File: src/ctrl_arb_settings.svh
// Build-time constants for the control request concentrator
// Requester count, FIFO depths and programmable-full levels

`ifndef CTRL_ARB_SETTINGS_SVH
`define CTRL_ARB_SETTINGS_SVH

// ------------------------------
// Requester side
// ------------------------------
// Number of requesters feeding the arbiter
`define CTRL_NUM_REQUESTORS 4
// Source id width, must cover the requester count
`define CTRL_ID_BITS 2

// ------------------------------
// FIFO sizing
// ------------------------------
// One ingress FIFO per requester
`define CTRL_IN_FIFO_DEPTH 16
`define CTRL_IN_PROG_THRESH 12
// Shared egress FIFO, leaves room for packets still in flight
`define CTRL_OUT_FIFO_DEPTH 8
`define CTRL_OUT_PROG_THRESH 4

`endif

File: src/ctrl_arb_pkg.sv
// Shared types for the control request concentrator
// Requester id, payload, packet and FIFO status structs

`include "ctrl_arb_settings.svh"

package ctrl_arb_pkg;

  // ------------------------------
  // Packet types
  // ------------------------------
  // Index of one requester
  typedef logic [`CTRL_ID_BITS-1:0] requester_id_t;

  // Body of a control request, 42 bits
  typedef struct packed {
    // Requester that issued the packet
    requester_id_t source_id;
    // Per-requester running count
    logic [7:0]    sequence_num;
    // Control word for the overlay
    logic [31:0]   data;
  } control_payload_t;

  // Payload plus its qualifier
  typedef struct packed {
    logic             valid;
    control_payload_t payload;
  } control_packet_t;

  // ------------------------------
  // FIFO flags
  // ------------------------------
  typedef struct packed {
    logic empty;
    logic full;
    // Occupancy at or above the threshold
    logic prog_full;
  } fifo_status_t;

endpackage : ctrl_arb_pkg

File: src/ctrl_sync_fifo.sv
// Behavioural synchronous FIFO for control payloads
// Registered read data with valid, empty/full/prog_full flags

module ctrl_sync_fifo
  import ctrl_arb_pkg::*;
#(
  parameter int DEPTH       = 16,
  parameter int PROG_THRESH = 12
) (
  input  logic             ap_clk,
  input  logic             areset_control,
  input  control_payload_t din,
  input  logic             wr_en,
  input  logic             rd_en,
  output control_payload_t dout,
  output logic             valid,
  output fifo_status_t     status
);

  localparam int PTR_BITS = (DEPTH > 1) ? $clog2(DEPTH) : 1;
  localparam int CNT_BITS = $clog2(DEPTH + 1);

  localparam logic [PTR_BITS-1:0] LAST_PTR   = PTR_BITS'(DEPTH - 1);
  localparam logic [CNT_BITS-1:0] FULL_CNT   = CNT_BITS'(DEPTH);
  localparam logic [CNT_BITS-1:0] THRESH_CNT = CNT_BITS'(PROG_THRESH);

  // ------------------------------
  // Storage and pointers
  // ------------------------------
  control_payload_t    mem [DEPTH];
  logic [PTR_BITS-1:0] wr_ptr;
  logic [PTR_BITS-1:0] rd_ptr;
  logic [CNT_BITS-1:0] count;

  logic do_write;
  logic do_read;

  // Drop writes when full, ignore reads when empty
  assign do_write = wr_en & ~status.full;
  assign do_read  = rd_en & ~status.empty;

  // Flags straight from the occupancy count
  assign status.empty     = (count == '0);
  assign status.full      = (count == FULL_CNT);
  assign status.prog_full = (count >= THRESH_CNT);

  // Pointer and count bookkeeping
  always_ff @(posedge ap_clk) begin
    if (areset_control) begin
      wr_ptr <= '0;
      rd_ptr <= '0;
      count  <= '0;
    end else begin
      if (do_write) begin
        wr_ptr <= (wr_ptr == LAST_PTR) ? '0 : wr_ptr + 1'b1;
      end
      if (do_read) begin
        rd_ptr <= (rd_ptr == LAST_PTR) ? '0 : rd_ptr + 1'b1;
      end
      // Net occupancy change
      case ({do_write, do_read})
        2'b10:   count <= count + 1'b1;
        2'b01:   count <= count - 1'b1;
        default: count <= count;
      endcase
    end
  end

  // ------------------------------
  // Data path
  // ------------------------------
  always_ff @(posedge ap_clk) begin
    if (do_write) begin
      mem[wr_ptr] <= din;
    end
    if (do_read) begin
      dout <= mem[rd_ptr];
    end
  end

  // Read qualifier, one cycle after the pop
  always_ff @(posedge ap_clk) begin
    if (areset_control) begin
      valid <= 1'b0;
    end else begin
      valid <= do_read;
    end
  end

endmodule : ctrl_sync_fifo

File: src/ctrl_egress_queue.sv
// Third stage of the concentrator
// Arbiter output register, egress FIFO, registered output and status

`include "ctrl_arb_settings.svh"

module ctrl_egress_queue
  import ctrl_arb_pkg::*;
(
  input  logic            ap_clk,
  input  logic            areset_control,
  input  control_packet_t arb_packet,
  input  logic            pop,
  output control_packet_t request_out,
  output fifo_status_t    egress_status,
  output logic            egress_prog_full
);

  control_packet_t  arb_packet_reg;
  control_payload_t fifo_dout;
  logic             fifo_valid;
  logic             fifo_rd_en;
  fifo_status_t     fifo_status;

  // ------------------------------
  // Input register
  // ------------------------------
  always_ff @(posedge ap_clk) begin
    if (areset_control) begin
      arb_packet_reg.valid <= 1'b0;
    end else begin
      arb_packet_reg.valid <= arb_packet.valid;
    end
  end

  always_ff @(posedge ap_clk) begin
    arb_packet_reg.payload <= arb_packet.payload;
  end

  // Pop on empty is ignored
  assign fifo_rd_en = pop & ~fifo_status.empty;
  // Unregistered, the arbiter needs it early
  assign egress_prog_full = fifo_status.prog_full;

  ctrl_sync_fifo #(
    .DEPTH      (`CTRL_OUT_FIFO_DEPTH),
    .PROG_THRESH(`CTRL_OUT_PROG_THRESH)
  ) u_egress_fifo (
    .ap_clk        (ap_clk),
    .areset_control(areset_control),
    .din           (arb_packet_reg.payload),
    .wr_en         (arb_packet_reg.valid),
    .rd_en         (fifo_rd_en),
    .dout          (fifo_dout),
    .valid         (fifo_valid),
    .status        (fifo_status)
  );

  // ------------------------------
  // Output registers
  // ------------------------------
  always_ff @(posedge ap_clk) begin
    if (areset_control) begin
      request_out.valid <= 1'b0;
      egress_status     <= '{empty: 1'b1, full: 1'b0, prog_full: 1'b0};
    end else begin
      request_out.valid <= fifo_valid;
      egress_status     <= fifo_status;
    end
  end

  always_ff @(posedge ap_clk) begin
    request_out.payload <= fifo_dout;
  end

endmodule : ctrl_egress_queue

File: config.mk
export PLATFORM = sky130hd
export DESIGN_NAME = ctrl_egress_queue
export DESIGN_NICKNAME = d
export VERILOG_FILES = /design/src/ctrl_arb_pkg.sv /design/src/ctrl_sync_fifo.sv /design/src/ctrl_egress_queue.sv
export VERILOG_INCLUDE_DIRS = /design/src
export SDC_FILE = /design/constraint.sdc
export NUM_CORES = 1
export LEC_CHECK = 0
export ABC_CLOCK_PERIOD_IN_PS = 14400
export BUFFER_PORTS_ARGS = -buffer_cell sky130_fd_sc_hd__buf_4
export CAP_MARGIN = 15
export CORE_ASPECT_RATIO = 0.8
export CORE_MARGIN = 5
export CORE_UTILIZATION = 38
export CTS_BUF_LIST = sky130_fd_sc_hd__clkbuf_2
export CTS_CLUSTER_SIZE = 12
export DETAILED_ROUTE_END_ITERATION = 6
export GPL_TIMING_DRIVEN = 0
export HOLD_SLACK_MARGIN = 0.08
export PLACE_DENSITY = 0.57
export REMOVE_ABC_BUFFERS = 1
export SLEW_MARGIN = 20
export SYNTH_ARGS = -nofsm -noshare
export SYNTH_HDL_FRONTEND = slang
export SYNTH_SLANG_ARGS = --single-unit
File: constraint.sdc
create_clock -name ap_clk -period 14.4 [get_ports ap_clk]
set_input_delay 2.88 -clock ap_clk [delete_from_list [all_inputs] [get_ports ap_clk]]
set_output_delay 2.88 -clock ap_clk [all_outputs]
set_load 0.1 [all_outputs]
Word-level counts from Yosys, hierarchy flattened --
Memory sizes are Yosys's and may differ from the RTL's. A register that Yosys moved wholly into a read port is not among the register bits. Cells that the tools add are included.
Operators by class: $add $sub $neg 4, $lt $le $gt $ge 1, equality and inequality tests 5, mux-type cells 5, bitwise operators 5, reductions and logical operators 2
Operators by type and width (number):
- 4-bit one-hot mux with 2 select lines | 1
- 3-bit by 1-bit adder with 3-bit output, second input constant | 2
- 3-bit == test, second input constant | 2
- 3-bit two-way mux | 2
- 4-bit by 1-bit adder with 4-bit output, second input constant | 1
- 4-bit == test, second input constant | 1
- 4-bit by 3-bit >= comparator with 1-bit output, second input constant | 1
- 4-bit logical NOT | 1
- 4-bit by 1-bit subtractor with 4-bit output, second input constant | 1
- 1-bit AND | 3
- 2-bit by 1-bit == test with 1-bit output, second input constant | 1
- 2-bit == test, second input constant | 1
- 1-bit two-way mux | 2
- 1-bit NOT | 2
- 2-bit nonzero test | 1
Storage, ports and cells: register bits after elaboration 100, memory bits (writable) 336, output and inout port bits 47, memories kept 1
Memories:
- u_egress_fifo.mem | depth 8, bits a word 42, rd ports 1, clocked after memory_dff 1, write ports 1, line ctrl_sync_fifo.sv:30 | control_payload_t mem [DEPTH];

Longest topological paths before layout --
word-level depth 6, mapped depth 11, mapped depth without buffers 10

Cells and area by module --
From an unflattened synthesis, not the netlist that was laid out.
Unflattened totals: cell total of the unflattened synthesis 701, area, all modules 16549.6 um2
By module, submodules not included:
- ctrl_sync_fifo | instances 1, cells each 606, area each 14730.4 um2
- ctrl_egress_queue | instances 1, cells each 95, area each 1819.2 um2

Least setup slack after synthesis --
No wires, ideal clock.
kind reg2reg, start register u_egress_fifo.count[1], end memory u_egress_fifo.mem[0][0] in the netlist's numbering (enable), arrival time 4789 ps, path slack 9065 ps, cell stages (with the launch flop) 6, buffers on the path 2, clock period less this slack 5335 ps, cell sequence dfxtp_1 > buf_2 > or4b_1 > buf_2 > nand2_4 > nor4_1
Between the ends: cells in the longest elaborated chain, start to end 5
Ends and longest elaborated chain:
- start: declaration | line ctrl_sync_fifo.sv:33 | logic [CNT_BITS-1:0] count;
- start signal: assignment | line ctrl_sync_fifo.sv:62 | 2'b10: count <= count + 1'b1;
- start signal: assignment | line ctrl_sync_fifo.sv:63 | 2'b01: count <= count - 1'b1;
- start signal: assignment | line ctrl_sync_fifo.sv:64 | default: count <= count;
- 4-bit == test | line ctrl_sync_fifo.sv:44 | assign status.full = (count == FULL_CNT);
- 1-bit NOT | line ctrl_sync_fifo.sv:39 | assign do_write = wr_en & ~status.full;
- 1-bit AND | line ctrl_sync_fifo.sv:39
- 1-bit two-way mux | line ctrl_sync_fifo.sv:73 | if (do_write) begin
- 1-bit two-way mux (implied by the code) | line ctrl_sync_fifo.sv:74 | mem[wr_ptr] <= din;
- end: declaration | line ctrl_sync_fifo.sv:30
Every way passes these cells.

Worst setup path in the final report --
start register u_egress_fifo.count[2], end output egress_prog_full
Between the ends: cells in the longest elaborated chain, start to end 1
Ends and longest elaborated chain:
- 4-bit by 3-bit >= comparator with 1-bit output | line ctrl_sync_fifo.sv:45 | assign status.prog_full = (count >= THRESH_CNT);
- end: declaration | line ctrl_egress_queue.sv:15 | output logic egress_prog_full
Every way passes these cells.

==> qor.yml <==
post_route_cells_drive_above_1_share_pct: 43.5
swShare_pct: 32.0
ys_seq_area_share_pct: 80.5
cts.clk_slew.worst_paths_ns: 0.10
fin_setup_tns_ns: 0
drv_slew: 0
worst_path_max_delay_cell: "dfxtp_1"
clock_skew_ns: 0.0431
portBuffers: 92
grt_max_degree: 46
yosys_register_bits: 478
worst_setup_path_start_kind: "flip-flop"
place.gp.congestion: 0.693
wl_per_cell_um: 19.3
cts_setup_buffers: 0
ant_nets: 0
comb_power_share_pct: 23.4
synth.largest_area_cell: "edfxtp_1"
worstPathCellList: "or2_2 -> buf_4"
dieArea_mm2: 0.0480
max_stage_delay_ns: 0.37
clock_path_buffers: 3
intPower_mw: 2.29
status: "complete, no violations"
area_growth_pct: 17.5
critPathKind: "reg2out"
wl_met2_um: 14900
worstPathArrival_ns: 1.93
top_layer: "met4"
synth_common_cells: "edfxtp_1, dfxtp_1, mux4_2, mux2_4, mux4_1"
remaining_drc_errors: 0
dr_wl_met3_um: 1750
viasPerCell: 4.64
cts_resized: 0
dr.pass1.iters: 4
ys_async_sr_fraction_pct: 0
core_area_mm2: 0.0431
multiInputGateArea_mm2: 0.00308
vdd_drop_max_mv: 0.0689
yosysMostFrequentCell: "edfxtp_1"
nets: 981
largest_reg_flops: 336
pwr-share-clk_pct: 25.9
io_pins: 93
cts_sinks: 478
crit_path_end_kind: "primary output"
seq_power_share_pct: 50.7
grt_use_total_pct: 13.1
cap_viol_max_count: 0
num_rows: 68
clock_latency_ns: 1.02
p_total_mw: 3.36
synth_area_mm2: 0.0166
crit_fanout: 8
synth_edf_count: 378
hold_viol_final: 0
synth_cells: 701
cts_tree: "yes"
setup_viol: 0
drt-initial-drc-count: 424
routed_wirelength_um: 30600
vias: 7361
synth_top_area_share_pct: 68.4
ctsHtreeMaxLevel: 3
ys_warn_count: 0
hold_path.class: "reg2reg"
rsz0062_at_grt: "false"
seq_area_mm2: 0.0134
fmax_ghz: 0.208
ys.flop_type: "edfxtp_1"
yosysUniqueCellTypes: 35
yosys-top-cells-area: "edfxtp_1, dfxtp_1, mux4_2"
finalCritPeriodShare_pct: 33.4
p_sw_mw: 1.08
grt_overflow_total: 0
fp.dieH_um: 197
die_w_um: 244
leakage_nw: 6.84
crit_required_ns: 11.52
postCtsHoldBufs: 0
grt_pass1_vias: 8044
dp_hpwl_um: 18600
fin_crit_ns: 4.81
m1WireLength_um: 13300
powerDensity_mw_per_mm2: 172
grt_first_pass_wirelength_um: 47800
root_buffer: "clkbuf_2"
start_util_pct: 38.5
slew_headroom_pct: 51.6
tightestPinTransition_ns: 0.726
antenna_found_initial: 2
n_fill_cell: 3710
synth.avg_cell_area_um2: 23.7
cts-buffers-inserted: 112
-- routing by layer --
metal	global-route usage [%]	vias to the layer above
met5	0	-
met4	4.35	0
met3	4.42	59
met2	21.1	175
met1	17.0	3712
li1	-	3415
-- cells by family after synthesis --
logic type	Yosys count	share of synthesized area [%]
AO/OA/AOI/OAI	11	0.347
XOR/XNOR	3	0.158
adder cells (fa/ha/maj)	7	0.528
buffers and inverters	30	1.30
flip-flops	478	80.5
multiplexers	129	15.8
AND/OR/NAND/NOR	43	1.43
-- worst max-delay path, delay by kind of cell (launching register included) --
kind / cells / cell delay, ns
DFF: 1 / 0.37
and+or+nand+nor: 1 / 0.30
buffers and inverters: 1 / 0.24
-- cell usage in the layout (no fill, tap or decap), types with 4 or more instances in the layout --
| cell | n |
|---|---|
| buf_6 | 7 |
| edfxtp_1 | 378 |
| nor2_1 | 6 |
| mux4_1 | 21 |
| nor2b_1 | 5 |
| buf_16 | 8 |
| mux2_4 | 38 |
| clkbuf_2 | 176 |
| ha_1 | 7 |
| buf_4 | 115 |
| buf_12 | 4 |
| a21oi_1 | 7 |
| mux4_2 | 63 |
| buf_2 | 7 |
| nand2_1 | 7 |
| clkinv_1 | 26 |
| mux2_2 | 4 |
| dfxtp_1 | 97 |
| nor3_2 | 4 |
-- final cells by class --
cell class                      count  area share [%]
Antenna cell                        1          0.0128
Clock buffer                      176            4.52
Clock inverter                     35           0.982
Inverter                            2          0.0513
Multi-Input combinational cell    193            15.8
Sequential cell                   478            68.5
Tap cell                          560            3.59
Timing Repair Buffer              141            6.55
-- metrics by stage --
step           instance area, um2  utilization [%]  setup slack, ns  hold WS, ns  std cells
6_report                    19500             45.2             9.59        0.343       1586
5_1_grt                     19500             45.2             9.40        0.337       1586
4_1_cts                     19500             45.2             9.43        0.338       1585
3_5_place_dp                18400             42.7             9.43        0.327       1374
3_3_place_gp                17800             41.2             3.74        0.325       1325
2_1_floorplan               16400                -             9.09        0.323        673
-- final timing paths --
path / startpoint / to / slack, ns / depth (start not counted)
max: u_egress_fifo.count[2]$_SDFFE_PP0P_ / egress_prog_full / 9.59 / 2
min: u_egress_fifo.dout[26]$_DFFE_PP_ / request_out[26]$_DFF_P_ / 0.34 / 0
max reg2reg: u_egress_fifo.count[1]$_SDFFE_PP0P_ / u_egress_fifo.mem[0][27]$_DFFE_PP_ / 11.64 / 8
min reg2reg: u_egress_fifo.dout[26]$_DFFE_PP_ / request_out[26]$_DFF_P_ / 0.34 / 0
-- power groups by stage --
stage / clock network (mW) / registers, mW / logic [mW]
after floorplan: 0 / 2.05 / 0.307
after global placement: 0 / 1.80 / 0.760
after detailed placement: 0 / 1.74 / 0.801
after CTS: 0.918 / 1.71 / 0.802
after global routing: 0.991 / 1.72 / 0.830
final: 0.871 / 1.70 / 0.786
(Power assumes the default switching activity.)
