[config.mk]
export PLATFORM = sky130hd
export DESIGN_NAME = ctrl_ingress_buffers
export DESIGN_NICKNAME = d
export VERILOG_FILES = /design/src/ctrl_arb_pkg.sv /design/src/ctrl_sync_fifo.sv /design/src/ctrl_ingress_buffers.sv
export VERILOG_INCLUDE_DIRS = /design/src
export SDC_FILE = /design/constraint.sdc
export NUM_CORES = 2
export LEC_CHECK = 0
export ABC_AREA = 0
export BUFFER_PORTS_ARGS = -buffer_cell sky130_fd_sc_hd__buf_2
export CORE_ASPECT_RATIO = 0.5
export CORE_MARGIN = 3
export CORE_UTILIZATION = 60
export DETAILED_ROUTE_END_ITERATION = 8
export GPL_TIMING_DRIVEN = 0
export PLACE_DENSITY = 0.87
export SLEW_MARGIN = 25
export SYNTH_ARGS = -nofsm -noshare
export SYNTH_HDL_FRONTEND = slang
export SYNTH_SLANG_ARGS = --single-unit
export TNS_END_PERCENT = 20
[constraint.sdc]
create_clock -name ap_clk -period 5.5 [get_ports ap_clk]
set_input_delay 1.1 -clock ap_clk [delete_from_list [all_inputs] [get_ports ap_clk]]
set_output_delay 1.1 -clock ap_clk [all_outputs]
set_load 0.1 [all_outputs]
[src/ctrl_arb_settings.svh]
// Build-time constants for the control request concentrator
// Requester count, FIFO depths and programmable-full levels

`ifndef CTRL_ARB_SETTINGS_SVH
`define CTRL_ARB_SETTINGS_SVH

// ------------------------------
// Requester side
// ------------------------------
// Number of requesters feeding the arbiter
`define CTRL_NUM_REQUESTORS 4
// Source id width, must cover the requester count
`define CTRL_ID_BITS 2

// ------------------------------
// FIFO sizing
// ------------------------------
// One ingress FIFO per requester
`define CTRL_IN_FIFO_DEPTH 16
`define CTRL_IN_PROG_THRESH 12
// Shared egress FIFO, leaves room for packets still in flight
`define CTRL_OUT_FIFO_DEPTH 8
`define CTRL_OUT_PROG_THRESH 4

`endif

[src/ctrl_arb_pkg.sv]
// Shared types for the control request concentrator
// Requester id, payload, packet and FIFO status structs

`include "ctrl_arb_settings.svh"

package ctrl_arb_pkg;

  // ------------------------------
  // Packet types
  // ------------------------------
  // Index of one requester
  typedef logic [`CTRL_ID_BITS-1:0] requester_id_t;

  // Body of a control request, 42 bits
  typedef struct packed {
    // Requester that issued the packet
    requester_id_t source_id;
    // Per-requester running count
    logic [7:0]    sequence_num;
    // Control word for the overlay
    logic [31:0]   data;
  } control_payload_t;

  // Payload plus its qualifier
  typedef struct packed {
    logic             valid;
    control_payload_t payload;
  } control_packet_t;

  // ------------------------------
  // FIFO flags
  // ------------------------------
  typedef struct packed {
    logic empty;
    logic full;
    // Occupancy at or above the threshold
    logic prog_full;
  } fifo_status_t;

endpackage : ctrl_arb_pkg

[src/ctrl_sync_fifo.sv]
// Behavioural synchronous FIFO for control payloads
// Registered read data with valid, empty/full/prog_full flags

module ctrl_sync_fifo
  import ctrl_arb_pkg::*;
#(
  parameter int DEPTH       = 16,
  parameter int PROG_THRESH = 12
) (
  input  logic             ap_clk,
  input  logic             areset_control,
  input  control_payload_t din,
  input  logic             wr_en,
  input  logic             rd_en,
  output control_payload_t dout,
  output logic             valid,
  output fifo_status_t     status
);

  localparam int PTR_BITS = (DEPTH > 1) ? $clog2(DEPTH) : 1;
  localparam int CNT_BITS = $clog2(DEPTH + 1);

  localparam logic [PTR_BITS-1:0] LAST_PTR   = PTR_BITS'(DEPTH - 1);
  localparam logic [CNT_BITS-1:0] FULL_CNT   = CNT_BITS'(DEPTH);
  localparam logic [CNT_BITS-1:0] THRESH_CNT = CNT_BITS'(PROG_THRESH);

  // ------------------------------
  // Storage and pointers
  // ------------------------------
  control_payload_t    mem [DEPTH];
  logic [PTR_BITS-1:0] wr_ptr;
  logic [PTR_BITS-1:0] rd_ptr;
  logic [CNT_BITS-1:0] count;

  logic do_write;
  logic do_read;

  // Drop writes when full, ignore reads when empty
  assign do_write = wr_en & ~status.full;
  assign do_read  = rd_en & ~status.empty;

  // Flags straight from the occupancy count
  assign status.empty     = (count == '0);
  assign status.full      = (count == FULL_CNT);
  assign status.prog_full = (count >= THRESH_CNT);

  // Pointer and count bookkeeping
  always_ff @(posedge ap_clk) begin
    if (areset_control) begin
      wr_ptr <= '0;
      rd_ptr <= '0;
      count  <= '0;
    end else begin
      if (do_write) begin
        wr_ptr <= (wr_ptr == LAST_PTR) ? '0 : wr_ptr + 1'b1;
      end
      if (do_read) begin
        rd_ptr <= (rd_ptr == LAST_PTR) ? '0 : rd_ptr + 1'b1;
      end
      // Net occupancy change
      case ({do_write, do_read})
        2'b10:   count <= count + 1'b1;
        2'b01:   count <= count - 1'b1;
        default: count <= count;
      endcase
    end
  end

  // ------------------------------
  // Data path
  // ------------------------------
  always_ff @(posedge ap_clk) begin
    if (do_write) begin
      mem[wr_ptr] <= din;
    end
    if (do_read) begin
      dout <= mem[rd_ptr];
    end
  end

  // Read qualifier, one cycle after the pop
  always_ff @(posedge ap_clk) begin
    if (areset_control) begin
      valid <= 1'b0;
    end else begin
      valid <= do_read;
    end
  end

endmodule : ctrl_sync_fifo

[src/ctrl_ingress_buffers.sv]
// First stage of the concentrator
// Requester input registers, one FIFO per requester, ready flags

`include "ctrl_arb_settings.svh"

module ctrl_ingress_buffers
  import ctrl_arb_pkg::*;
(
  input  logic                              ap_clk,
  input  logic                              areset_control,
  input  control_packet_t                   request_in     [`CTRL_NUM_REQUESTORS-1:0],
  input  logic [`CTRL_NUM_REQUESTORS-1:0]   grant,
  input  logic                              egress_prog_full,
  output control_packet_t                   ingress_head   [`CTRL_NUM_REQUESTORS-1:0],
  output fifo_status_t                      ingress_status [`CTRL_NUM_REQUESTORS-1:0],
  output logic [`CTRL_NUM_REQUESTORS-1:0]   request_ready
);

  localparam int N = `CTRL_NUM_REQUESTORS;

  control_packet_t  request_in_reg [N-1:0];
  control_payload_t fifo_dout      [N-1:0];
  logic [N-1:0]     fifo_valid;
  logic [N-1:0]     fifo_rd_en;

  // ------------------------------
  // Input registers
  // ------------------------------
  // Only the qualifier is cleared
  always_ff @(posedge ap_clk) begin
    if (areset_control) begin
      for (int i = 0; i < N; i++) begin
        request_in_reg[i].valid <= 1'b0;
      end
    end else begin
      for (int i = 0; i < N; i++) begin
        request_in_reg[i].valid <= request_in[i].valid;
      end
    end
  end

  always_ff @(posedge ap_clk) begin
    for (int i = 0; i < N; i++) begin
      request_in_reg[i].payload <= request_in[i].payload;
    end
  end

  // ------------------------------
  // Per-requester FIFOs
  // ------------------------------
  for (genvar i = 0; i < N; i++) begin : gen_ingress_fifo
    // Pop only a granted FIFO that holds data
    assign fifo_rd_en[i]   = grant[i] & ~ingress_status[i].empty;
    // Head seen by the arbiter
    assign ingress_head[i] = '{valid: fifo_valid[i], payload: fifo_dout[i]};

    ctrl_sync_fifo #(
      .DEPTH      (`CTRL_IN_FIFO_DEPTH),
      .PROG_THRESH(`CTRL_IN_PROG_THRESH)
    ) u_ingress_fifo (
      .ap_clk        (ap_clk),
      .areset_control(areset_control),
      .din           (request_in_reg[i].payload),
      .wr_en         (request_in_reg[i].valid),
      .rd_en         (fifo_rd_en[i]),
      .dout          (fifo_dout[i]),
      .valid         (fifo_valid[i]),
      .status        (ingress_status[i])
    );
  end

  // Ready drops on own backlog or on shared egress backlog
  always_ff @(posedge ap_clk) begin
    if (areset_control) begin
      request_ready <= '1;
    end else begin
      for (int i = 0; i < N; i++) begin
        request_ready[i] <= ~ingress_status[i].prog_full & ~egress_prog_full;
      end
    end
  end

endmodule : ctrl_ingress_buffers

# After elaboration in Yosys (flattened, before gate mapping)

Memory sizes are Yosys's and may differ from the RTL's. A register that Yosys moved wholly into a read port is not among the register bits.
Index checks and enable logic that the tools add are counted.

Add/sub/neg operators: 16
Magnitude comparators: 4
Equal/unequal tests: 20
Multiplexer cells: 27
Bitwise operators: 33
Reduce and logical (&&, ||, !) cells: 8

Operator list:

| kind                  | number |
|---|---|
| $pmux W5 S2           | 4 |
| $add A4 B1 Y4 const B | 8 |
| $eq A4 B4 Y1 const B  | 8 |
| $mux W4               | 8 |
| $add A5 B1 Y5 const B | 4 |
| $eq A5 B5 Y1 const B  | 4 |
| $ge A5 B4 Y1 const B  | 4 |
| $logic_not A5 Y1      | 4 |
| $sub A5 B1 Y5 const B | 4 |
| $and A1 B1 Y1         | 16 |
| $mux W1               | 15 |
| $not A1 Y1            | 13 |
| $eq A2 B1 Y1 const B  | 4 |
| $eq A2 B2 Y1 const B  | 4 |
| $reduce_bool A2 Y1    | 4 |
| $or A1 B1 Y1          | 4 |

Flip-flop bits (word level): 60
Memory bits (writable): 2860
Bits of input ports: 179
Output and inout bits: 188
Memories: 5

Memories:

| memory                                 | depth | bits a word | rd ports | clocked after memory_dff | wr ports | line                       | text |
|---|---|---|---|---|---|---|---|
| gen_ingress_fifo[0].u_ingress_fifo.mem | 16    | 42          | 1        | 1                        | 1        | ctrl_sync_fifo.sv:30       | `control_payload_t mem [DEPTH];` |
| gen_ingress_fifo[1].u_ingress_fifo.mem | 16    | 42          | 1        | 1                        | 1        | ctrl_sync_fifo.sv:30       |  |
| gen_ingress_fifo[2].u_ingress_fifo.mem | 16    | 42          | 1        | 1                        | 1        | ctrl_sync_fifo.sv:30       |  |
| gen_ingress_fifo[3].u_ingress_fifo.mem | 16    | 42          | 1        | 1                        | 1        | ctrl_sync_fifo.sv:30       |  |
| request_in_reg                         | 4     | 43          | 4        | 0                        | 4        | ctrl_ingress_buffers.sv:21 | `control_packet_t request_in_reg [N-1:0];` |

# Longest topological paths before layout

Depth after elaboration: 6
Depth in mapped cells: 12
Gate-level depth less buffers: 10

# Hierarchy

Synthesis repeated with hierarchy kept, for this count alone.

Cell total of the unflattened synthesis: 4928
Area, all modules: 112621.8 µm²

By module, submodules not included:

| module                                                   | times used | cells an instance | area an instance (µm²) | sequential area each (µm²) |
|---|---|---|---|---|
| ctrl_sync_fifo at gen_ingress_fifo[1].u_ingress_fifo ... | 3          | 1185              | 27254.9                | 21720.8 |
| ctrl_sync_fifo at gen_ingress_fifo[0].u_ingress_fifo     | 1          | 1185              | 27253.6                | 21720.8 |
| ctrl_ingress_buffers                                     | 1          | 188               | 3603.5                 | 3523.4 |

# Least setup slack after synthesis

OpenSTA, ideal clock, no wires.

Path kind: register -> register
From: register gen_ingress_fifo[1].u_ingress_fifo.count[2]
To: memory gen_ingress_fifo[1].u_ingress_fifo.mem[0][0] (netlist name), enable pin
Arrival time: 3983 ps
Required time: 5007 ps
Path slack: 1024 ps
Stages on the path, launching flop included: 6
Path buffers: 1
Path through: dfxtp_1 > clkbuf_1 > nor4_1 > a21boi_2 > nand2_1 > nor3_1

Cells in the longest elaborated chain, start to end: 5

RTL lines:

| item                          | line                 | text |
|---|---|---|
| from (decl)                   | ctrl_sync_fifo.sv:33 | `logic [CNT_BITS-1:0] count;` |
| from (signal assigned)        | ctrl_sync_fifo.sv:62 | `2'b10: count <= count + 1'b1;` |
| from (signal assigned)        | ctrl_sync_fifo.sv:63 | `2'b01: count <= count - 1'b1;` |
| from (signal assigned)        | ctrl_sync_fifo.sv:64 | `default: count <= count;` |
| $eq A5 B5 Y1                  | ctrl_sync_fifo.sv:44 | `assign status.full = (count == FULL_CNT);` |
| $not A1 Y1                    | ctrl_sync_fifo.sv:39 | `assign do_write = wr_en & ~status.full;` |
| $and A1 B1 Y1                 | ctrl_sync_fifo.sv:39 |  |
| $mux W1                       | ctrl_sync_fifo.sv:73 | `if (do_write) begin` |
| $mux W1 (not written as such) | ctrl_sync_fifo.sv:74 | `mem[wr_ptr] <= din;` |
| to (decl)                     | ctrl_sync_fifo.sv:30 |  |

Every way passes these cells.

==> run metrics <==
nets@finish 6012; DR iter-0 viols 11.5k; top_reg_cell synth edfxtp_1; CTS H-tree lvls 4; EDFF count, synth 2856; post-CTS sizing 0; post-CTS setup buffers 0; WHS Path Cells 1; commonest non-fill, non-tap cell in the layout edfxtp_1; status completed; clock tree buffer depth 4; FMAX 249 MHz; vias in the first global route 62.4k; via density per instance about 7.3; GP Congestion 0.821; Worst VDD drop 0.346 mV; Critical path destination ingress_status[9]; drt drc 0; core footprint between 150000 and 200000 um^2; Leak 40.9 nW; Reg-to-Reg Start gen_ingress_fifo[1].u_ingress_fifo.count[1]$_SDFFE_PP0P_; Initial Utilization 0.605; syn_area_per_cell 22.7 um^2; post-DP HPWL approximately 180000 um; Synth Area in Compound Gates 0.0232; max-cap violations 0; hold crit path type in2reg; CP startpoint kind flip-flop; GRT Total Usage 0.337; Worst Setup End Kind primary output; WL/cell slightly below 40 um; worst hold margin 0.313 ns; CP max stage delay around 0.53 ns; layout cells sized above 1 0.301; unrepaired setup endpoints after global routing false; CTS tree built; flop and latch count out of synthesis 3088; initial antenna violation count 23; Sink Count 3088; Max Clock Skew about 0.045 ns; worst-path maximum fanout 8; Layout area overhead 14.5%; final number of hold-violating endpoints 0; Crit Path Class reg2out; cts bufs inserted 246; fill cell count 9663; Port Buffers 366; Worst R2R Path Depth 12; largest family of logic cells by synthesized area multiplexers; xor/xnor share of the synthesized area 0.00162; Die Wd between 600 and 700 um; Slew @ Worst Pin ~1.2 ns; Clock Latency Late Sink a little under 0.9 ns; Post-Syn Area 113000 um^2; fin crit period 4.02 ns; clk slew on worst S/H paths about 0.070 ns; Synth Warn # 0; first-pass GRT wire length 463000 um; CP Data Required Time 4.40 ns; cell area after layout 130000 um^2; Final Cycle Share 0.731; Rows 112; mux contribution to synthesized area 0.150; Slew headroom 0.219; io pins 367; WP data arrival 2.92 ns; max reg flops 2688; slowest CP cell buf_2; grt ovf 0; sequential area share after synthesis 0.798; antenna-violating nets left 0; vias 62.3k; most frequent cells in the layout edfxtp_1 (2856), mux4_2 (672), buf_2 (455), clkbuf_16 (249), dfxtp_1 (232); Syn Nets 5197; final setup violation count 0; Mapped Cells 4983; pwr dens around 470 nW/um^2; largest net degree at the start of global routing 48; Core Util, Final 0.693; critical-path cell list clkbuf_1 -> inv_1 -> nand2_1 -> buf_2; reg2reg end gen_ingress_fifo[1].u_ingress_fifo.count[4]$_SDFFE_PP0P_; Routed WL 332000 um; hold_buf cts 0; Worst R2R Setup Slack 1.73 ns; Crit. Startpoint gen_ingress_fifo[3].u_ingress_fifo.count[4]$_SDFFE_PP0P_; max-slew violations 0; Placed Area 122000 um^2; DIE HEIGHT between 300 and 400 um; drt pass-1 iters 7; post-synth cell types 53; Root Buffer clkbuf_16; share of async-settable or async-resettable flops after synthesis 0; die area 194000 um^2; simple logic cell fraction of the synthesized area 0.0106; Synth Area in Adders 0.00387
## power by group
part,leakage [nW],switching (mW),internal (mW),total [mW]
Sequential,27.7,0.812,26.9,27.7
Clock,3.80,8.51,9.44,18.0
Combinational,9.35,10.4,4.47,14.8
## routing by layer
layer | GRT usage | up-vias | share of wire
met5 | 0 | - | 0.00014
met1 | 0.434 | 31300 | 0.31
met4 | 0.202 | 6 | 0.076
met2 | 0.546 | 6977 | 0.49
li1 | - | 22500 | -
met3 | 0.0622 | 1478 | 0.13
## area by class of cell
cell class / instances / area (um^2) / area share
Sequential cell: 3088 / 90400 / 0.697
Multi-Input combinational cell: 1592 / 21800 / 0.168
Clock buffer: 349 / 6880 / 0.0530
Timing Repair Buffer: 567 / 5060 / 0.0390
Tap cell: 2508 / 3140 / 0.0242
Buffer: 273 / 1320 / 0.0102
Clock inverter: 99 / 886 / 0.00683
Inverter: 30 / 123 / 0.000945
Antenna cell: 18 / 45.0 / 0.000347
## logic make-up after synthesis
kind of cell | after synthesis
multiplexers | 854
AO/OA/AOI/OAI | 435
buffers and inverters | 303
flip-flops | 3088
XOR/XNOR | 21
adder cells (fa/ha/maj) | 35
AND/OR/NAND/NOR | 247
## stage by stage
step	total power, mW	TNS [ns]	cells	setup slack (ns)
floorplan	38.6	0	4983	1.02
global placement	41.5	-1326.34	7857	-2.35
detailed placement	42.2	0	8058	1.64
CTS	60.1	0	8506	1.50
global route	61.6	0	8523	1.47
finish	60.5	0	8524	1.48
## critical path: cells and delay by family (launching register included)
kind | cells | cell delay (ns)
AND/OR/NAND/NOR | 1 | 0.46
flip-flops | 1 | 0.31
buffers and inverters | 3 | 1.26
## cell usage after synthesis, drive strengths merged, types with 2 or more instances
master	n	area share
nor4	6	0.00033
o21ai	17	0.0011
nor2	95	0.0031
o221ai	3	0.00023
nand3b	3	0.00020
nor2b	5	0.00028
edfxtp	2856	0.76
o21a	4	0.00027
nand3	6	0.00027
xor2	17	0.0013
nor3	23	0.0010
a41oi	4	0.00031
o2111ai	3	0.00023
o211ai	11	0.00091
a21oi	190	0.0084
xnor2	4	0.00031
mux4	672	0.13
a21boi	4	0.00040
a32oi	2	0.00015
nand4	4	0.00022
inv	30	0.00099
clkbuf	124	0.0041
nand2	54	0.0018
a31oi	13	0.00072
nand4b	5	0.00039
nor3b	3	0.00020
a211oi	4	0.00027
or2	4	0.00022
and3	2	0.00011
dfxtp	232	0.041
a21o	3	0.00020
or4	5	0.00046
o22ai	169	0.0093
a221oi	3	0.00023
nand2b	22	0.0012
mux2i	181	0.016
buf	149	0.0075
or3	5	0.00028
o31a	2	0.00015
a2111o	2	0.00020
ha	35	0.0039
nand4bb	3	0.00030
## how the worst min path moves through the flow
| stage | startpoint | end | slack [ns] |
|---|---|---|---|
| 2_1_floorplan | gen_ingress_fifo[1].u_ingress_fifo.count[3]$_SDFFE_PP0P_ | gen_ingress_fifo[1].u_ingress_fifo.count[3]$_SDFFE_PP0P_ | 0.54 |
| 3_3_place_gp | gen_ingress_fifo[0].u_ingress_fifo.wr_ptr[1]$_SDFFE_PP0P_ | gen_ingress_fifo[0].u_ingress_fifo.wr_ptr[1]$_SDFFE_PP0P_ | 0.56 |
| 3_5_place_dp | gen_ingress_fifo[1].u_ingress_fifo.wr_ptr[0]$_SDFFE_PP0P_ | gen_ingress_fifo[1].u_ingress_fifo.wr_ptr[0]$_SDFFE_PP0P_ | 0.59 |
| 4_1_cts | request_in[61] | request_in_reg[1][18]$_DFF_P_ | 0.27 |
| 5_1_grt | request_in[160] | request_in_reg[3][31]$_DFF_P_ | 0.29 |
| 6_report | request_in[61] | request_in_reg[1][18]$_DFF_P_ | 0.31 |
Note: power is estimated with default switching activity, not from simulation.
